File: src/logic/vga_timing.sv
`timescale 1ns/1ps

module vga_timing #(
	parameter int H_ACTIVE = 640,
	parameter int H_FRONT  = 16,
	parameter int H_SYNC   = 96,
	parameter int H_BACK   = 48,
	parameter int V_ACTIVE = 480,
	parameter int V_FRONT  = 10,
	parameter int V_SYNC   = 2,
	parameter int V_BACK   = 33
) (
	input  logic       clk,
	input  logic       reset,
	output logic [9:0] column,
	output logic [8:0] row,
	output logic       active,
	output logic       hsync,
	output logic       vsync
);

	// Line and frame lengths
	localparam int H_TOTAL = H_ACTIVE + H_FRONT + H_SYNC + H_BACK;
	localparam int V_TOTAL = V_ACTIVE + V_FRONT + V_SYNC + V_BACK;

	// Sync windows, active first then front porch
	localparam int H_SYNC_START = H_ACTIVE + H_FRONT;
	localparam int H_SYNC_END   = H_SYNC_START + H_SYNC;
	localparam int V_SYNC_START = V_ACTIVE + V_FRONT;
	localparam int V_SYNC_END   = V_SYNC_START + V_SYNC;

	logic [9:0] h_count;
	logic [9:0] v_count;
	logic       h_last;   // Last pixel of the line
	logic       v_last;   // Last line of the frame

	assign h_last = (h_count == 10'(H_TOTAL - 1));
	assign v_last = (v_count == 10'(V_TOTAL - 1));

	////////////////////
	// Raster counters
	////////////////////

	always_ff @(posedge clk) begin
		if (reset) begin
			h_count <= '0;
			v_count <= '0;
		end else begin
			if (h_last) begin
				h_count <= '0;
				if (v_last)
					v_count <= '0; // New frame
				else
					v_count <= v_count + 10'd1;
			end else begin
				h_count <= h_count + 10'd1; // One pixel per clock
			end
		end
	end

	////////////////////
	// Decode
	////////////////////

	assign column = h_count;
	assign row    = v_count[8:0]; // Only meaningful inside the visible window

	assign active = (int'(h_count) < H_ACTIVE) && (int'(v_count) < V_ACTIVE);

	// Both syncs active low
	assign hsync = !((int'(h_count) >= H_SYNC_START) && (int'(h_count) < H_SYNC_END));
	assign vsync = !((int'(v_count) >= V_SYNC_START) && (int'(v_count) < V_SYNC_END));

	// Horizontal sync pulse must sit in blanking
	assert property (@(posedge clk) disable iff (reset) active |-> hsync)
		else $error("hsync low inside the visible window");

endmodule

File: config.mk
export PLATFORM = sky130hd
export DESIGN_NAME = vga_timing
export DESIGN_NICKNAME = d
export VERILOG_FILES = /design/src/logic/vga_timing.sv
export SDC_FILE = /design/constraint.sdc
export NUM_CORES = 1
export LEC_CHECK = 0
export BUFFER_PORTS_ARGS = -buffer_cell sky130_fd_sc_hd__buf_2
export CAP_MARGIN = 20
export CELL_PAD_IN_SITES_DETAIL_PLACEMENT = 0
export CELL_PAD_IN_SITES_GLOBAL_PLACEMENT = 1
export CORE_MARGIN = 5
export CORE_UTILIZATION = 35
export DETAILED_ROUTE_END_ITERATION = 6
export PLACE_DENSITY_LB_ADDON = 0.1
export SYNTH_ARGS = -nofsm -noshare
export SYNTH_HDL_FRONTEND = slang
export SYNTH_SLANG_ARGS = --single-unit
File: constraint.sdc
create_clock -name clk -period 1.8 [get_ports clk]
set_input_delay 0.18 -clock clk [delete_from_list [all_inputs] [get_ports clk]]
set_output_delay 0.18 -clock clk [all_outputs]
set_load 0.01 [all_outputs]
After elaboration in Yosys (flattened, before gate mapping)

Index checks and enable logic that the tools add are counted.
Widths: inputs -> output; s select.

$add $sub $neg: 2
Order comparisons: 6
Eq/ne operators: 2
Muxes and demuxes: 1
Reductions and logical operators: 6

Operators by type and width:

| operator              | count |
|---|---|
| $add 10x1->10 const B | 2 |
| $eq 10x10->1 const B  | 2 |
| $lt 10x10->1 const B  | 2 |
| $lt 10x9->1 const B   | 2 |
| $ge 10x10->1 const B  | 1 |
| $ge 10x9->1 const B   | 1 |
| $mux 10               | 1 |
| $logic_and 1x1->1     | 3 |
| $logic_not 1->1       | 2 |
| $reduce_or 2->1       | 1 |

Register bits: 20
Input port bits: 2

Logic depth before layout (Yosys ltp)

Depth after elaboration: 3
Mapped depth: 6
Mapped depth without buffers: 6

Worst setup path before layout

OpenSTA, ideal clock, no wires.

Path kind: register to register
Start: register h_count[0], in the netlist column[0]
End: register v_count[9]
Setup time: 0.070 ns
Arrival time: 1.892 ns
Path slack: -0.162 ns
Cell stages (with the launch flop): 6
Buffers on the path: 0
Period minus slack after synthesis: 1.962 ns
Path through: dfxtp_1 -> ha_1 -> nand4_4 -> or4_4 -> or3_1 -> a21oi_1

Longest elaborated chain between the ends: 1

Ends and longest elaborated chain:

| item                   | RTL line | source |
|---|---|---|
| from (decl)            | 32       | `logic [9:0] h_count;` |
| from (signal assigned) | 56       | `h_count <= h_count + 10'd1;` |
| $eq 10x10->1           | 37       | `assign h_last = (h_count == 10'(H_TOTAL - 1));` |
| to (signal assigned)   | 54       | `v_count <= v_count + 10'd1;` |
| to (decl)              | 33       | `logic [9:0] v_count;` |

Every way passes these cells.
A chain may end at the register's enable or synchronous reset.

Final worst setup path

Ends and elaborated chain as after synthesis.

==> summary.md <==
| Metric | Value |
|---|---|
| DP Wirelength | `1.92 mm` |
| Syn_area_per_cell | `8.56 um^2` |
| Pwr dens | `524 nW/um^2` |
| DR vias | `979` |
| Register area share after synthesis | `36.5%` |
| Worst path cell trace | `ha_4 -> nand4_4 -> or4_4 -> or3_1 -> a21oi_1` |
| Routed WL | `2.52 mm` |
| Synth top area cells | `dfxtp_1 37%, xnor2_1 8.8%, nor2_1 7.2%, buf_4 6.2%, ha_1 4.6%` |
| Insertion delay to the later sink of the worst-skew pair | `0.31 ns` |
| Post-synth cell types | `29` |
| Worst-Margin Slew | `0.349 ns` |
| Largest net degree at the start of global routing | `12` |
| GRT Resource Usage Total | `13.1%` |
| CP Data Arrival Time | `1.97 ns` |
| Mapped Nets | `134` |
| FF+latch count, synth | `20` |
| CTS clk-pin slew, worst paths | `0.12 ns` |
| Ys async rst share | `0%` |
| Htree depth | `1` |
| Detailed Routing Iterations Pass 1 | `4` |
| Worst min path class | `in2reg` |
| Synth warn | `0` |
| Fmax | `0.581 GHz` |
| Final critical-path required period | `1.72 ns` |
| Share of the synthesized area in the top cell type | `36.5%` |
| Buf/Inv on CP | `0` |
| Filler cells | `322` |
| WL per Instance | `12.1 um` |
| CTS Buf Count | `3` |
| Overflow after GRT | `0` |
| Max Cap Viol | `0` |
| Worst setup SP type | `flip-flop` |
| Top post-synthesis cells by count | `21 x nor2_1, 20 x dfxtp_1, 11 x xnor2_1` |
| Die ar. | `4350 um^2` |
| Slowest stage cell, crit path | `or4_4` |
| Slowest stage delay, CP | `0.55 ns` |
| Pins Over Slew Limit | `0` |
| Io pins | `24` |
| Mapped cell area | `1100 um^2` |
| Kind of critical path | `reg2reg` |
| # port buffers | `23` |
| Global-route wire length before repair | `4.37 mm` |
| Area Growth Syn to Fin | `28.3%` |
| Residual DRC count | `0` |
| Max Root-Sink Buffers | `2` |
| Chip Width | `66.0 um` |
| Row count | `20` |
| VDD IR max | `0.400 mV` |
| Vias in the first global route | `972` |
| Final Hold Viols | `0` |
| Die Ht | `66.0 um` |
| Setup-failing EPs final | `0` |
| Sink Count | `20` |
| Primary FF master, synth | `dfxtp_1` |
| Largest fanout on the critical path | `5` |
| Hold Buf Count CTS | `0` |
| Clock tree root driver cell | `clkbuf_4` |
| Worst setup EP type | `flip-flop` |
| Core ar. | `3030 um^2` |
| Tot Pwr | `738 uW` |
| RSZ-0062 raised after global routing | `false` |
| Gate Count Post-Synth | `128` |
| Final Cycle Share | `95.7%` |
| Initial antenna violation count | `0` |
| Routability Congestion | `0.756` |
| Nets | `171` |
| Post-synth top area cell | `dfxtp_1` |
| Skew final | `0.00439 ns` |
| Initial core utilization | `36.2%` |
| Starting DRT DRC Count | `30` |
| Fraction of layout cells with a size suffix above 1 | `37.2%` |
| Via density | `4.71` |
| Outcome | `completed` |
| Setup TNS | `0 ns` |
| CP top delay family | `simple AND/OR/NAND/NOR gates` |
| Post-synth EDFFs | `0` |
| Slew headroom | `76.5%` |
| Worst EP required | `2.05 ns` |
| TritonCTS clock tree | `done` |
| Antenna cells | `0` |
| Fin util | `46.4%` |
| Final ANT Viol Nets | `0` |
| Most frequent cell after synthesis | `nor2_1` |
| Leakage Power | `0.547 nW` |
report_power, final:
part / internal, mW / total [mW] / switching (mW)
clock: 0.0866 / 0.236 / 0.150
sequential: 0.448 / 0.454 / 0.00581
combinational: 0.0204 / 0.0471 / 0.0267
total: 0.555 / 0.738 / 0.182
cells by family (layout without fill, tap and decap cells):
family,count (synthesis),after routing,share of synthesized area (%)
AND/OR/NAND/NOR,62,62,32.0
flip-flops,20,20,36.5
buffers and inverters,20,56,9.93
XOR/XNOR,14,14,11.2
AO/OA/AOI/OAI,6,6,4.00
adder cells (fa/ha/maj),4,4,4.57
multiplexers,2,2,1.83
metrics by stage:
step	hold WS, ns	worst slack (ns)	cell area, um^2	std cells
floorplan	0.249	0.0188	1110	128
global placement	0.450	0.0874	1330	200
detailed placement	0.461	0.0502	1330	200
CTS	0.106	0.0123	1370	205
global route	0.116	0.00133	1410	208
finish	0.116	0.0774	1410	208
what timing repair did:
action                                  in CTS  in global routing
cloned                                       0                  0
buffers inserted                             1                  3
pin swaps                                    0                  2
endpoints found under the setup margin       1                  3
resized for setup                            2                  5
routing by layer:
metal  up-vias  global-route usage (%)  wire length [um]
li1        495                       -                 -
met1       459                    14.2              1040
met2        21                    24.0              1340
met3         4                    4.25               114
met4         0                    4.06                27
met5         -                       0                 0
worst paths after layout:
check | start | endpoint | slack [ns] | depth (start not counted)
worst max register to register | column[0]$_SDFF_PP0_ | v_count[9]$_SDFFE_PP0N_ | 0.08 | 5
worst max-delay path | column[0]$_SDFF_PP0_ | v_count[9]$_SDFFE_PP0N_ | 0.08 | 5
worst min-delay path | reset | v_count[7]$_SDFFE_PP0N_ | 0.12 | 2
worst min register to register | v_count[9]$_SDFFE_PP0N_ | v_count[9]$_SDFFE_PP0N_ | 0.53 | 2
flip-flops by register name, summed over array words and instances (netlist names):
register and cells:
v_count 10, column 10
placed cells by master, fill, tap and decap left out, drive strengths merged, types with 3 or more instances in the layout:
cell	n
buf	43
nor2	21
dfxtp	20
xnor2	11
inv	9
nand3	8
nor3	7
nand2	7
nor4	6
ha	4
clkbuf	4
xor2	3
cell type report:
type                       instances  area (um^2)  area share [%]
sequential                        20          409            29.1
clock buffer                       4         26.3            1.87
multi-input combinational         88          611            43.4
inverter                           9         33.8            2.40
tap                               44         55.1            3.91
timing repair buffer              43          272            19.3
(Power assumes the default switching activity.)
