<file path="src/logic/vga_text_pkg.sv">
package vga_text_pkg;

	////////////////////
	// Colours and cells
	////////////////////

	// 4 bits each of R, G, B
	typedef logic [11:0] color_t;

	// One character cell as the host writes it
	typedef struct packed {
		color_t     fg;   // Foreground
		color_t     bg;   // Background
		logic [7:0] code; // Character code
	} text_cell_t;

	// One glyph row, bit 0 is the leftmost pixel
	typedef logic [7:0] glyph_row_t;

	////////////////////
	// Modes and widths
	////////////////////

	localparam logic [1:0] MODE_8X8  = 2'b00;
	localparam logic [1:0] MODE_8X16 = 2'b10;

	// Text RAM address
	localparam int CELL_ADDR_W = 13;

	// Code times 16 plus glyph row
	localparam int GLYPH_ADDR_W = 12;

endpackage

</file>
<file path="src/logic/text_fill_ctrl.sv">
`timescale 1ns/1ps

module text_fill_ctrl
	import vga_text_pkg::*;
#(
	parameter int CELLS = 4800
) (
	input  logic                   clk,
	input  logic                   reset,
	input  logic                   we,
	input  logic [CELL_ADDR_W-1:0] addr,
	input  text_cell_t             data,
	input  logic                   clear,
	input  text_cell_t             fill,
	output logic                   cell_we,
	output logic [CELL_ADDR_W-1:0] cell_addr,
	output text_cell_t             cell_data,
	output logic                   busy
);

	typedef enum logic {
		IDLE,
		SWEEP
	} state_t;

	state_t                 state;
	logic [CELL_ADDR_W-1:0] sweep_addr;   // Next cell to clear
	text_cell_t             fill_q;       // Latched fill value
	logic                   sweep_last;

	assign sweep_last = (sweep_addr == CELL_ADDR_W'(CELLS - 1));

	////////////////////
	// Control
	////////////////////

	always_ff @(posedge clk) begin
		if (reset) begin
			state      <= IDLE;
			sweep_addr <= '0;
		end else begin
			case (state)
				IDLE: begin
					sweep_addr <= '0;
					if (clear)
						state <= SWEEP; // busy from next cycle
				end
				SWEEP: begin
					sweep_addr <= sweep_addr + 1'b1;
					if (sweep_last)
						state <= IDLE; // Clear during sweep is ignored
				end
				default: state <= IDLE;
			endcase
		end
	end

	// Fill value captured with the command
	always_ff @(posedge clk) begin
		if (state == IDLE && clear)
			fill_q <= fill;
	end

	assign busy = (state == SWEEP);

	// Host write drops out while sweeping
	assign cell_we   = busy ? 1'b1 : we;
	assign cell_addr = busy ? sweep_addr : addr;
	assign cell_data = busy ? fill_q : data;

	// Sweep covers every cell before releasing
	assert property (@(posedge clk) disable iff (reset)
		$fell(busy) |-> ($past(sweep_addr) == CELL_ADDR_W'(CELLS - 1)))
		else $error("sweep ended early");

endmodule

</file>
<file path="config.mk">
export PLATFORM = sky130hd
export DESIGN_NAME = text_fill_ctrl
export DESIGN_NICKNAME = d
export VERILOG_FILES = /design/src/logic/vga_text_pkg.sv /design/src/logic/text_fill_ctrl.sv
export SDC_FILE = /design/constraint.sdc
export NUM_CORES = 1
export LEC_CHECK = 0
export BUFFER_PORTS_ARGS = -buffer_cell sky130_fd_sc_hd__buf_4
export CELL_PAD_IN_SITES_DETAIL_PLACEMENT = 0
export CELL_PAD_IN_SITES_GLOBAL_PLACEMENT = 2
export CORE_MARGIN = 3
export CORE_UTILIZATION = 23
export DETAILED_ROUTE_END_ITERATION = 10
export HOLD_SLACK_MARGIN = 0.1
export PLACE_DENSITY = 0.82
export SLEW_MARGIN = 10
export SYNTH_ARGS = -nofsm -noshare
export SYNTH_HDL_FRONTEND = slang
export SYNTH_SLANG_ARGS = --single-unit
</file>
<file path="constraint.sdc">
create_clock -name clk -period 2.5 [get_ports clk]
set_input_delay 0.5 -clock clk [delete_from_list [all_inputs] [get_ports clk]]
set_output_delay 0.5 -clock clk [all_outputs]
set_load 0.005 [all_outputs]
</file>
# Yosys cells after proc, flatten, opt, wreduce, memory -nomap -nowiden
# Index checks and enable logic that the tools add are counted.
op_classes:
  muxes: 7
  n_eq_ne: 1
  add_sub_neg: 1
  n_reduce_logical: 1
  bitwise_logic: 1
op_table:
  columns: ["operator", "n"]
  rows:
  - ["32-bit two-way mux", 1]
  - ["13-bit one-hot mux with 2 select lines", 1]
  - ["13-bit by 1-bit adder with 13-bit output (second input constant)", 1]
  - ["13-bit equality test (second input constant)", 1]
  - ["13-bit two-way mux", 1]
  - ["1-bit two-way mux", 3]
  - ["1-bit one-hot mux with 2 select lines", 1]
  - ["1-bit logical AND", 1]
  - ["1-bit NOT", 1]
totals:
  register_bits: 46
  elab_cells: 16

# Logic depth before layout (Yosys ltp)
# Gate-level depths: netlist of run 1.
logic_depth:
  ltp_word: 3
  ltp_mapped: 4

# Worst setup path before layout of run 1
# OpenSTA, ideal clock, no wires.
synth_timing:
  path_kind: "register to register"
  from: "register state, in the netlist busy"
  to: "register fill_q[0] (netlist name), enable pin"
  path_buffers: 2
  stages_incl_launch_ff: 4
  slack_ps: -95
  synth_period_minus_slack_ps: 2595
  arrival_ps: 2170
  setup_ps: 425
  t_required_ps: 2075
  cell_sequence: "dfxtp_1 > buf_2 > buf_2 > nor2b_1"
synth_via:
  elab_chain_len: 2
synth_rtl:
  columns: ["item", "line_no", "text"]
  rows:
  - ["start: declaration", "text_fill_ctrl.sv:26", "state_t state;"]
  - ["start signal: assignment", "text_fill_ctrl.sv:39", "state <= IDLE;"]
  - ["start signal: assignment", "text_fill_ctrl.sv:46", "state <= SWEEP;"]
  - ["start signal: assignment", "text_fill_ctrl.sv:51", "state <= IDLE;"]
  - ["1-bit NOT", null, null]
  - ["1-bit logical AND", "text_fill_ctrl.sv:60", "if (state == IDLE && clear)"]
  - ["end signal: assignment", "text_fill_ctrl.sv:61", "fill_q <= fill;"]
  - ["end: declaration", "text_fill_ctrl.sv:28", "text_cell_t fill_q;"]
# No other way between the ends.
# A chain may end at the register's enable or synchronous reset.

==> results of run 1 <==
through the flow:
stage	setup slack, ns	instances	total power, uW
floorplan	0.515	152	991
global placement	0.678	383	1200
detailed placement	0.654	383	1200
CTS	0.311	391	1650
global route	0.260	391	1710
finish	0.342	391	1630
routing by layer:
layer | share of wire [%] | global-route usage [%]
met1 | 41 | 13.5
met2 | 48 | 17.4
met3 | 9.5 | 3.82
met4 | 1.1 | 3.03
met5 | 0 | 0
logic make-up after synthesis:
kind of cell	synth area share [%]
AOI/OAI and AO/OA	4.24
xor gates and xnor gates	1.24
adders and majority gates	0.588
buffers and inverters	1.41
DFF	58.4
muxes	24.3
and+or+nand+nor	9.83
registers in the layout, summed over array words and instances (netlist names):
name        count
busy            1
sweep_addr     13
fill_q         32
path summary, 6_finish.rpt:
check,to,slack [ns],cells past startpoint
setup / recovery,cell_data[24],0.34,3
hold / removal,fill_q[4],0.37,1
setup reg to reg,sweep_addr[12],0.90,4
hold reg to reg,sweep_addr[0],0.50,1
layout by cell type (no fill, tap or decap), types with 2 or more instances in the layout:
cell type and instances:
nand3_1 4, dfxtp_1 13, clkbuf_8 5, or3_1 2, nor4_1 3, nor2_1 5, o31ai_1 3, mux2_2 45
nand4_1 2, nand2b_1 2, edfxtp_1 32, nor3_1 2, buf_4 128, o21ai_0 2, a21oi_1 5, nand2_1 4
o21a_1 3, or4_1 3, xor2_1 2
worst register-to-register path, cell delays in order, from the launching register on:
cell	delay (ns)
dfxtp_1	0.40
ha_1	0.24
nand4_2	0.23
or4_1	0.52
a21oi_1	0.14
cell type report:
class                      count  share of cell area, %
clock inverter                 3                  0.491
inverter                       1                  0.113
multi-input combinational     99                   26.0
tap                          108                   4.08
sequential                    46                   37.5
timing repair buffer         129                   29.6
clock buffer                   5                   2.08
where the power goes:
group          switching, uW  leakage [uW]  internal (uW)
sequential              14.0      0.000418            851
combinational            100      0.000886            215
clock                    255     0.0000416            192
total                    369       0.00135           1260
==> impl_metrics.csv, run 1 <==
group,metric,value,unit
run_status,outcome,"finished, final reports clean",
detailed_routing,avgRoutedWirePerCell,14.7,um
detailed_routing,first_iter_violations,25,
synthesis,yosysTopAreaCellShare,45.2,%
sta,finalSetupViolCount,0,
detailed_routing,num_vias,1704,
finish,multi_input_area,862,um^2
sta,tightestPinTransition,0.451,ns
global_routing,grt.total_usage,10.7,%
cts,clock_latency,0.29,ns
cts,path_clk_slew,0.09,ns
worst_setup_path,path_cells,"buf_12 > mux2_2 > buf_4",
global_routing,grt_pass1_vias,1639,
detailed_routing,drc,0,
placed_design,dp_hpwl,4310,um
power,p_leak,0.00135,uW
worst_setup_path,crit_slowest_cell,"dfxtp_2",
sta,rsz0062_at_grt,"false",
finish,drive_above_1_share,66.1,%
detailed_routing,drt_wl_total,5740,um
die,fp-row-count,34,
cts,cts_tree,"done",
worst_setup_path,rr_startpoint,"sweep_addr[0]",
worst_setup_path,critPathKind,"reg2out",
worst_setup_path,worst_path_dominant_cell_family,"flip-flops",
cts,cts_buffer_depth,2,
hold_path,hold_class,"in2reg",
sta,whs,0.370,ns
synthesis,syn_area_per_cell,14.0,um^2
synthesis,synth_edf_count,32,
worst_setup_path,crit_start,"busy",
cts,cts_sinks,46,
sta,clock.fmax,463,MHz
synthesis,synthMostInstantiatedCell,"mux2_2",
die,die_area,0.0104,mm^2
power,powerDensity,492,mW/mm^2
worst_setup_path,crit_path_end_kind,"output port",
cts,cts_root_buffer,"clkbuf_8",
detailed_routing,drt-pass1-iter-count,4,
placed_design,gp_congestion,0.716,
synthesis,synth_cells,152,
sta,fin_setup_tns,0,ns
detailed_routing,viasPerCell,4.36,
power,vdd_ir_drop_max,200,uV
finish,finalInstanceArea,0.00331,mm^2
synthesis,syn_nets,234,
worst_setup_path,worstPathArrival,1.66,ns
die,die_x,102,um
worst_setup_path,cp_max_fo,38,
placed_design,dpl-instance-area,0.00322,mm^2
sta,fin_crit,2.16,ns
cts,post_cts_buffers,0,
global_routing,antenna_found_initial,0,
finish,fillers,897,
worst_setup_path,path_buf_inv,2,
finish,diodes,0,
cts,cts_max_level,2,
finish,final_core_util,37.4,%
synthesis,synth.yosys.seq_area_share,58.4,%
synthesis,syn_area,0.00213,mm^2
synthesis,yosysTopAreaCell,"edfxtp_1",
job,maxCapViolCount,0,
finish,seq_area,0.00124,mm^2
global_routing,grt_pass1_wl,8630,um
global_routing,overflow,0,
finish,nNetsFinal,364,
synthesis,yosysUniqueCellTypes,32,
finish,area_delta_synth_final,55.7,%
synthesis,synth_ff_type,"edfxtp_1",
sta,slew_viol_final,0,
worst_setup_path,cp_slowest_stage_delay,0.56,ns
sta,fin_crit_sh,86.3,%
die,core,0.00885,mm^2
global_routing,grt_max_degree,39,
die,die_h,102,um
sta,max_slew_margin,69.9,%
cts,cts_resized,0,
synthesis,synth_seq_cells,46,
synthesis,postSynth.asyncResetShare,0,%
synthesis,ys.warnings.count,0,
hold_path,min_from,"fill[4]",
synthesis,synth_common_cells,"mux2_2 (45), edfxtp_1 (32), dfxtp_1 (14), a21oi_1 (5), nor2_1 (5)",
die,io_pins,128,
detailed_routing,ant_nets,0,
synthesis,synth_area_leaders,"edfxtp_1 (45%), mux2_2 (24%), dfxtp_1 (13%), a21oi_1 (1.2%), o21a_1 (1.1%)",
cts,holdBufCountCts,0,
worst_setup_path,startpoint_type,"flip-flop",
die,start_util,24.0,%
worst_setup_path,required,2.00,ns
sta,fin_skew,0.00513,ns
placed_design,port_buffers,127,
sta,hold_violations,0,
cts,numCtsBuffers,5,
(Power assumes the default switching activity.)
==> run 2, diff against run 1 <==
--- a/config.mk
+++ b/config.mk
@@ -8,6 +8,7 @@
 export BUFFER_PORTS_ARGS = -buffer_cell sky130_fd_sc_hd__buf_4
 export CELL_PAD_IN_SITES_DETAIL_PLACEMENT = 0
 export CELL_PAD_IN_SITES_GLOBAL_PLACEMENT = 2
+export CORE_ASPECT_RATIO = 0.9
 export CORE_MARGIN = 3
 export CORE_UTILIZATION = 23
 export DETAILED_ROUTE_END_ITERATION = 10
==> run 2 against run 1 <==
Net effect:
- die area hardly changed
- critical path depth is the same
- utilization is 0.46 points higher
- sequential power fell by 0.7%
- non-clock buffer count up 1
- hold slack better by 0.0055 ns
- combinational power about the same
- via count is 0.70% higher
- largest power group unchanged
==> impl_metrics.csv, run 2 (synthesized netlist as in run 1, its figures left out) <==
group,metric,value,unit
worst_setup_path,crit_start,"busy",
cts,cts_buffer_depth,2,
die,fp-row-count,32,
global_routing,grt_max_degree,33,
cts,cts_resized,0,
hold_path,hold_class,"in2reg",
sta,finalSetupViolCount,0,
worst_setup_path,cpMostUsedCell,"buf_4",
die,io_pins,128,
worst_setup_path,reg2reg_depth,4,
sta,fin_crit,2.01,ns
sta,fin_crit_sh,80.3,%
finish,finalInstanceArea,0.00332,mm^2
cts,cts_sinks,46,
placed_design,gp_congestion,0.722,
finish,final_cell_mix,"buf_4 (130), mux2_2 (45), edfxtp_1 (32), dfxtp_1 (13)",
detailed_routing,drt_wl_total,5430,um
worst_setup_path,cp_slowest_stage_delay,0.39,ns
die,core,0.00877,mm^2
worst_setup_path,r2r-end,"sweep_addr[12]",
sta,fin_setup_tns,0,ns
worst_setup_path,path_depth,3,
detailed_routing,drc,0,
detailed_routing,first_iter_violations,46,
power,vdd_ir_drop_max,176,uV
finish,final_core_util,37.9,%
finish,area_delta_synth_final,56.2,%
worst_setup_path,crit_slowest_cell,"mux2_2",
worst_setup_path,path_cells,"buf_4 > mux2_2 > buf_4",
sta,tightestPinTransition,0.420,ns
finish,diodes,0,
worst_setup_path,startpoint_type,"flip-flop",
die,start_util,24.2,%
sta,max_slew_margin,72.0,%
sta,clock.fmax,498,MHz
die,die_h,97.2,um
cts,clock_latency,0.29,ns
finish,fillers,867,
finish,final_common_cell,"buf_4",
detailed_routing,avgRoutedWirePerCell,13.5,um
worst_setup_path,crit_path_end_kind,"output port",
worst_setup_path,reg2reg_slack,0.89,ns
detailed_routing,drt-pass1-iter-count,4,
cts,path_clk_slew,0.09,ns
die,die_area,0.0104,mm^2
power,p_leak,0.00135,uW
cts,numCtsBuffers,5,
sta,fin_skew,0.00777,ns
cts,post_cts_buffers,0,
global_routing,grt_pass1_wl,8440,um
sta,hold_violations,0,
placed_design,dpl.cell_count,395,
worst_setup_path,critPathKind,"reg2out",
detailed_routing,ant_nets,0,
placed_design,port_buffers,127,
cts,cts_max_level,2,
finish,nNetsFinal,365,
cts,cts_tree,"done",
hold_path,min_from,"fill[12]",
global_routing,antenna_found_initial,0,
finish,post_layout_nonfiller_instances,403,
worst_setup_path,worst_path_dominant_cell_family,"buffers and inverters",
worst_setup_path,crit_path_end,"cell_data[7]",
cts,cts_root_buffer,"clkbuf_8",
global_routing,grt.total_usage,10.2,%
detailed_routing,num_vias,1716,
sta,slew_viol_final,0,
worst_setup_path,worstPathArrival,1.51,ns
job,maxCapViolCount,0,
worst_setup_path,required,2.00,ns
placed_design,dp_hpwl,4220,um
worst_setup_path,rr_startpoint,"sweep_addr[0]",
global_routing,overflow,0,
finish,drive_above_1_share,66.2,%
die,die_x,107,um
cts,holdBufCountCts,0,
worst_setup_path,cp_max_fo,30,
worst_setup_path,path_buf_inv,2,
sta,rsz0062_at_grt,"false",
detailed_routing,viasPerCell,4.26,
finish,top_register,"fill_q",
finish,largest_reg_flops,32,
placed_design,dpl-instance-area,0.00323,mm^2
power,powerDensity,488,mW/mm^2
run_status,outcome,"finished, final reports clean",
global_routing,grt_pass1_vias,1706,
[run 2: changes by cell type in the layout (fill, tap and decap cells not counted), sizes merged]
cell      previous run  this run
buf                129       130
clkbuf               5         6
clkinvlp             1         0
[run 2: final cells by class]
cell class              count  area, um^2  area share [%]
repair buffers            130         976            29.4
clock inverters             2        13.8           0.415
inverters                   1        3.75           0.113
multi-input cells          99         862            26.0
flip-flops and latches     46        1240            37.4
well taps                 119         149            4.49
clock buffers               6        72.6            2.19
[run 2: power by group]
group / switching [uW] / internal, uW
clock network: 246 / 198
logic: 101 / 214
registers: 8.50 / 851
total: 356 / 1260
[run 2: stage by stage]
step	setup WS, ns	hold WS, ns	total power (uW)
3_5_place_dp	0.799	0.482	1200
6_report	0.493	0.375	1620
5_1_grt	0.393	0.348	1720
3_3_place_gp	0.822	0.460	1190
2_1_floorplan	0.515	0.438	991
4_1_cts	0.460	0.362	1660
[run 2: worst min path at each step]
stage / slack (ns) / cells past startpoint / endpoint
global placement: 0.46 / 1 / sweep_addr[0]
floorplan: 0.44 / 1 / sweep_addr[0]
global route: 0.35 / 1 / fill_q[5]
detailed placement: 0.48 / 1 / sweep_addr[0]
finish: 0.38 / 1 / fill_q[12]
CTS: 0.36 / 1 / fill_q[12]
[run 2: worst reg2reg max path, stage by stage (launching register included)]
cell     delay [ns]
dfxtp_1        0.40
ha_1           0.24
nand4_2        0.24
or4_1          0.52
a21oi_1        0.14
[run 2: routing by layer]
| layer | wire [um] | vias up | global-route usage [%] |
|---|---|---|---|
| li1 | - | 844 | - |
| met1 | 2250 | 795 | 13.3 |
| met2 | 2670 | 72 | 16.5 |
| met3 | 444 | 5 | 2.59 |
| met4 | 59 | 0 | 3.20 |
| met5 | 0 | - | 0 |
==> run 3, diff against run 2 <==
==> constraint.sdc (replaced) <==
create_clock -name clk -period 1.7 [get_ports clk]
set_input_delay 0.34 -clock clk [delete_from_list [all_inputs] [get_ports clk]]
set_output_delay 0.34 -clock clk [all_outputs]
set_load 0.005 [all_outputs]
==> run 3 against run 2 <==
Net effect:
- the flow now finishes with violations (setup timing)
- total power up 50%
- hold slack worse by 0.16 ns
- worst setup slack worse by 0.49 ns
==> impl_metrics.csv, run 3 (synthesized netlist as in run 1, its figures left out) <==
group,metric,value,unit
sta,worst_slack,-0.000928,ns
worst_setup_path,worstPathArrival,1.36,ns
worst_setup_path,cp_max_fo,19,
global_routing,grt_pass1_wl,8340,um
run_status,violations,"setup timing",
job,maxCapViolCount,0,
power,power.internal,1900,uW
cts,cts_root_buffer,"clkbuf_8",
detailed_routing,drc,0,
sta,slew_viol_final,0,
sta,hold_violations,0,
placed_design,gp_congestion,0.699,
cts,cts_sinks,46,
cts,holdBufCountCts,0,
worst_setup_path,rr_startpoint,"sweep_addr[0]",
global_routing,antenna_found_initial,0,
detailed_routing,first_iter_violations,68,
sta,fin_crit_sh,100,%
detailed_routing,ant_nets,0,
detailed_routing,viasPerCell,4.27,
sta,fin_crit,1.70,ns
worst_setup_path,reg2reg_depth,5,
detailed_routing,num_vias,1744,
worst_setup_path,path_depth,3,
power,pwr-share-clk,26.1,%
sta,rsz0062_at_grt,"true",
finish,diodes,0,
die,core,0.00877,mm^2
sta,tightestPinTransition,0.404,ns
finish,final_cell_mix,"buf_4 (124), edfxtp_1 (32), mux2_2 (29), mux2_4 (16), dfxtp_1 (13)",
power,p_leak,0.00146,uW
power,totalPowerFinal,2430,uW
finish,post_layout_nonfiller_instances,408,
placed_design,port_buffers,127,
placed_design,dpl-instance-area,0.00330,mm^2
hold_path,hold_class,"in2reg",
die,fp-row-count,32,
finish,final_core_util,39.8,%
worst_setup_path,crit_path_end_kind,"output port",
worst_setup_path,crit_start,"busy",
placed_design,dpl.cell_count,397,
power,power_switching_share,21.8,%
worst_setup_path,cp_slowest_stage_delay,0.41,ns
detailed_routing,drt_wl_total,5660,um
die,die_x,107,um
die,io_pins,128,
finish,largest_reg_flops,32,
power,comb_power_share,21.7,%
cts,numCtsBuffers,5,
die,die_h,97.2,um
sta,clock.fmax,588,MHz
sta,finalSetupViolCount,1,
cts,cts_buffer_depth,2,
worst_setup_path,startpoint_type,"flip-flop",
die,die_area,0.0104,mm^2
sta,fin_skew,0.00746,ns
placed_design,dp_hpwl,4380,um
cts,path_clk_slew,0.09,ns
finish,drive_above_1_share,66.4,%
worst_setup_path,r2r-end,"sweep_addr[6]",
global_routing,overflow,0,
global_routing,grt_max_degree,33,
worst_setup_path,path_buf_inv,2,
finish,final_common_cell,"buf_4",
detailed_routing,drt-pass1-iter-count,4,
hold_path,whs_path_depth,2,
finish,nNetsFinal,370,
worst_setup_path,worst_path_dominant_cell_family,"flip-flops",
worst_setup_path,reg2reg_slack,0.14,ns
power,vdd_ir_drop_max,302,uV
worst_setup_path,path_cells,"buf_12 > mux2_2 > buf_4",
worst_setup_path,critPathKind,"reg2out",
sta,max_slew_margin,73.0,%
global_routing,grt_pass1_vias,1653,
detailed_routing,avgRoutedWirePerCell,13.9,um
worst_setup_path,crit_slowest_cell,"dfxtp_4",
worst_setup_path,required,1.36,ns
global_routing,grt.total_usage,9.90,%
die,start_util,24.2,%
power,powerDensity,696,mW/mm^2
sta,fin_setup_tns,-0.000928,ns
finish,finalInstanceArea,0.00349,mm^2
finish,top_register,"fill_q",
cts,cts_max_level,2,
cts,cts_tree,"done",
power,p_seq_share,52.2,%
run_status,outcome,"complete, but fails checks",
worst_setup_path,crit_path_end,"cell_data[18]",
power,p_switching,529,uW
finish,area_delta_synth_final,64.2,%
cts,clock_latency,0.29,ns
-- run 3: cell count changes in the layout (fill, tap and decap cells not counted) --
cell and change:
mux2_2 -16, mux2_4 +16, buf_12 +4, buf_4 -6
clkinv_1 +1, dfxtp_2 -1, buf_6 +7, clkinv_4 -1
dfxtp_4 +1
-- run 3: timing repair --
| item | in CTS | in global routing |
|---|---|---|
| resized for setup | 2 | 22 |
| buffers inserted | 1 | 2 |
| pin swaps | 0 | 0 |
| setup endpoints to repair | 41 | 44 |
-- run 3: routing by layer --
metal	GRT usage [%]	share of wire, %	vias up
li1	-	-	850
met1	12.6	41	809
met2	16.7	49	79
met3	1.86	8.1	6
met4	3.50	1.7	0
met5	0	0	-
-- run 3: power by group through the flow --
| stage | clock (uW) | sequential, uW | combinational, uW |
|---|---|---|---|
| 2_1_floorplan | 0 | 1290 | 172 |
| 3_3_place_gp | 0 | 1300 | 485 |
| 3_5_place_dp | 0 | 1300 | 490 |
| 4_1_cts | 682 | 1270 | 499 |
| 5_1_grt | 711 | 1270 | 565 |
| 6_report | 634 | 1270 | 526 |
-- run 3: worst reg2reg max path: cells and delay by family, from the launching register on --
kind | cells | cell delay (ns)
AO/OA/AOI/OAI | 1 | 0.15
buffers and inverters | 1 | 0.19
adder cells (fa/ha/maj) | 1 | 0.26
AND/OR/NAND/NOR | 2 | 0.47
flip-flops | 1 | 0.41
-- run 3: layout make-up --
class | count | area [um^2]
fill | 843 | 5280
sequential | 46 | 1240
timing repair buffer | 135 | 1090
multi-input combinational | 99 | 922
tap | 119 | 149
clock buffer | 6 | 72.6
clock inverter | 2 | 8.76
inverter | 1 | 3.75
-- run 3: worst min-delay path by stage --
stage	endpoint	from	slack, ns
floorplan	busy	reset	0.42
global placement	sweep_addr[0]	sweep_addr[0]	0.46
detailed placement	sweep_addr[0]	sweep_addr[0]	0.47
CTS	fill_q[2]	fill[2]	0.20
global route	fill_q[2]	fill[2]	0.20
finish	busy	reset	0.22
-- run 3: per-stage QoR --
stage / hold WS, ns / worst slack (ns)
after global placement: 0.463 / 0.150
after floorplan: 0.419 / 0.0677
final: 0.219 / -0.000928
after global routing: 0.199 / -0.0620
after detailed placement: 0.472 / 0.141
after CTS: 0.201 / -0.0402
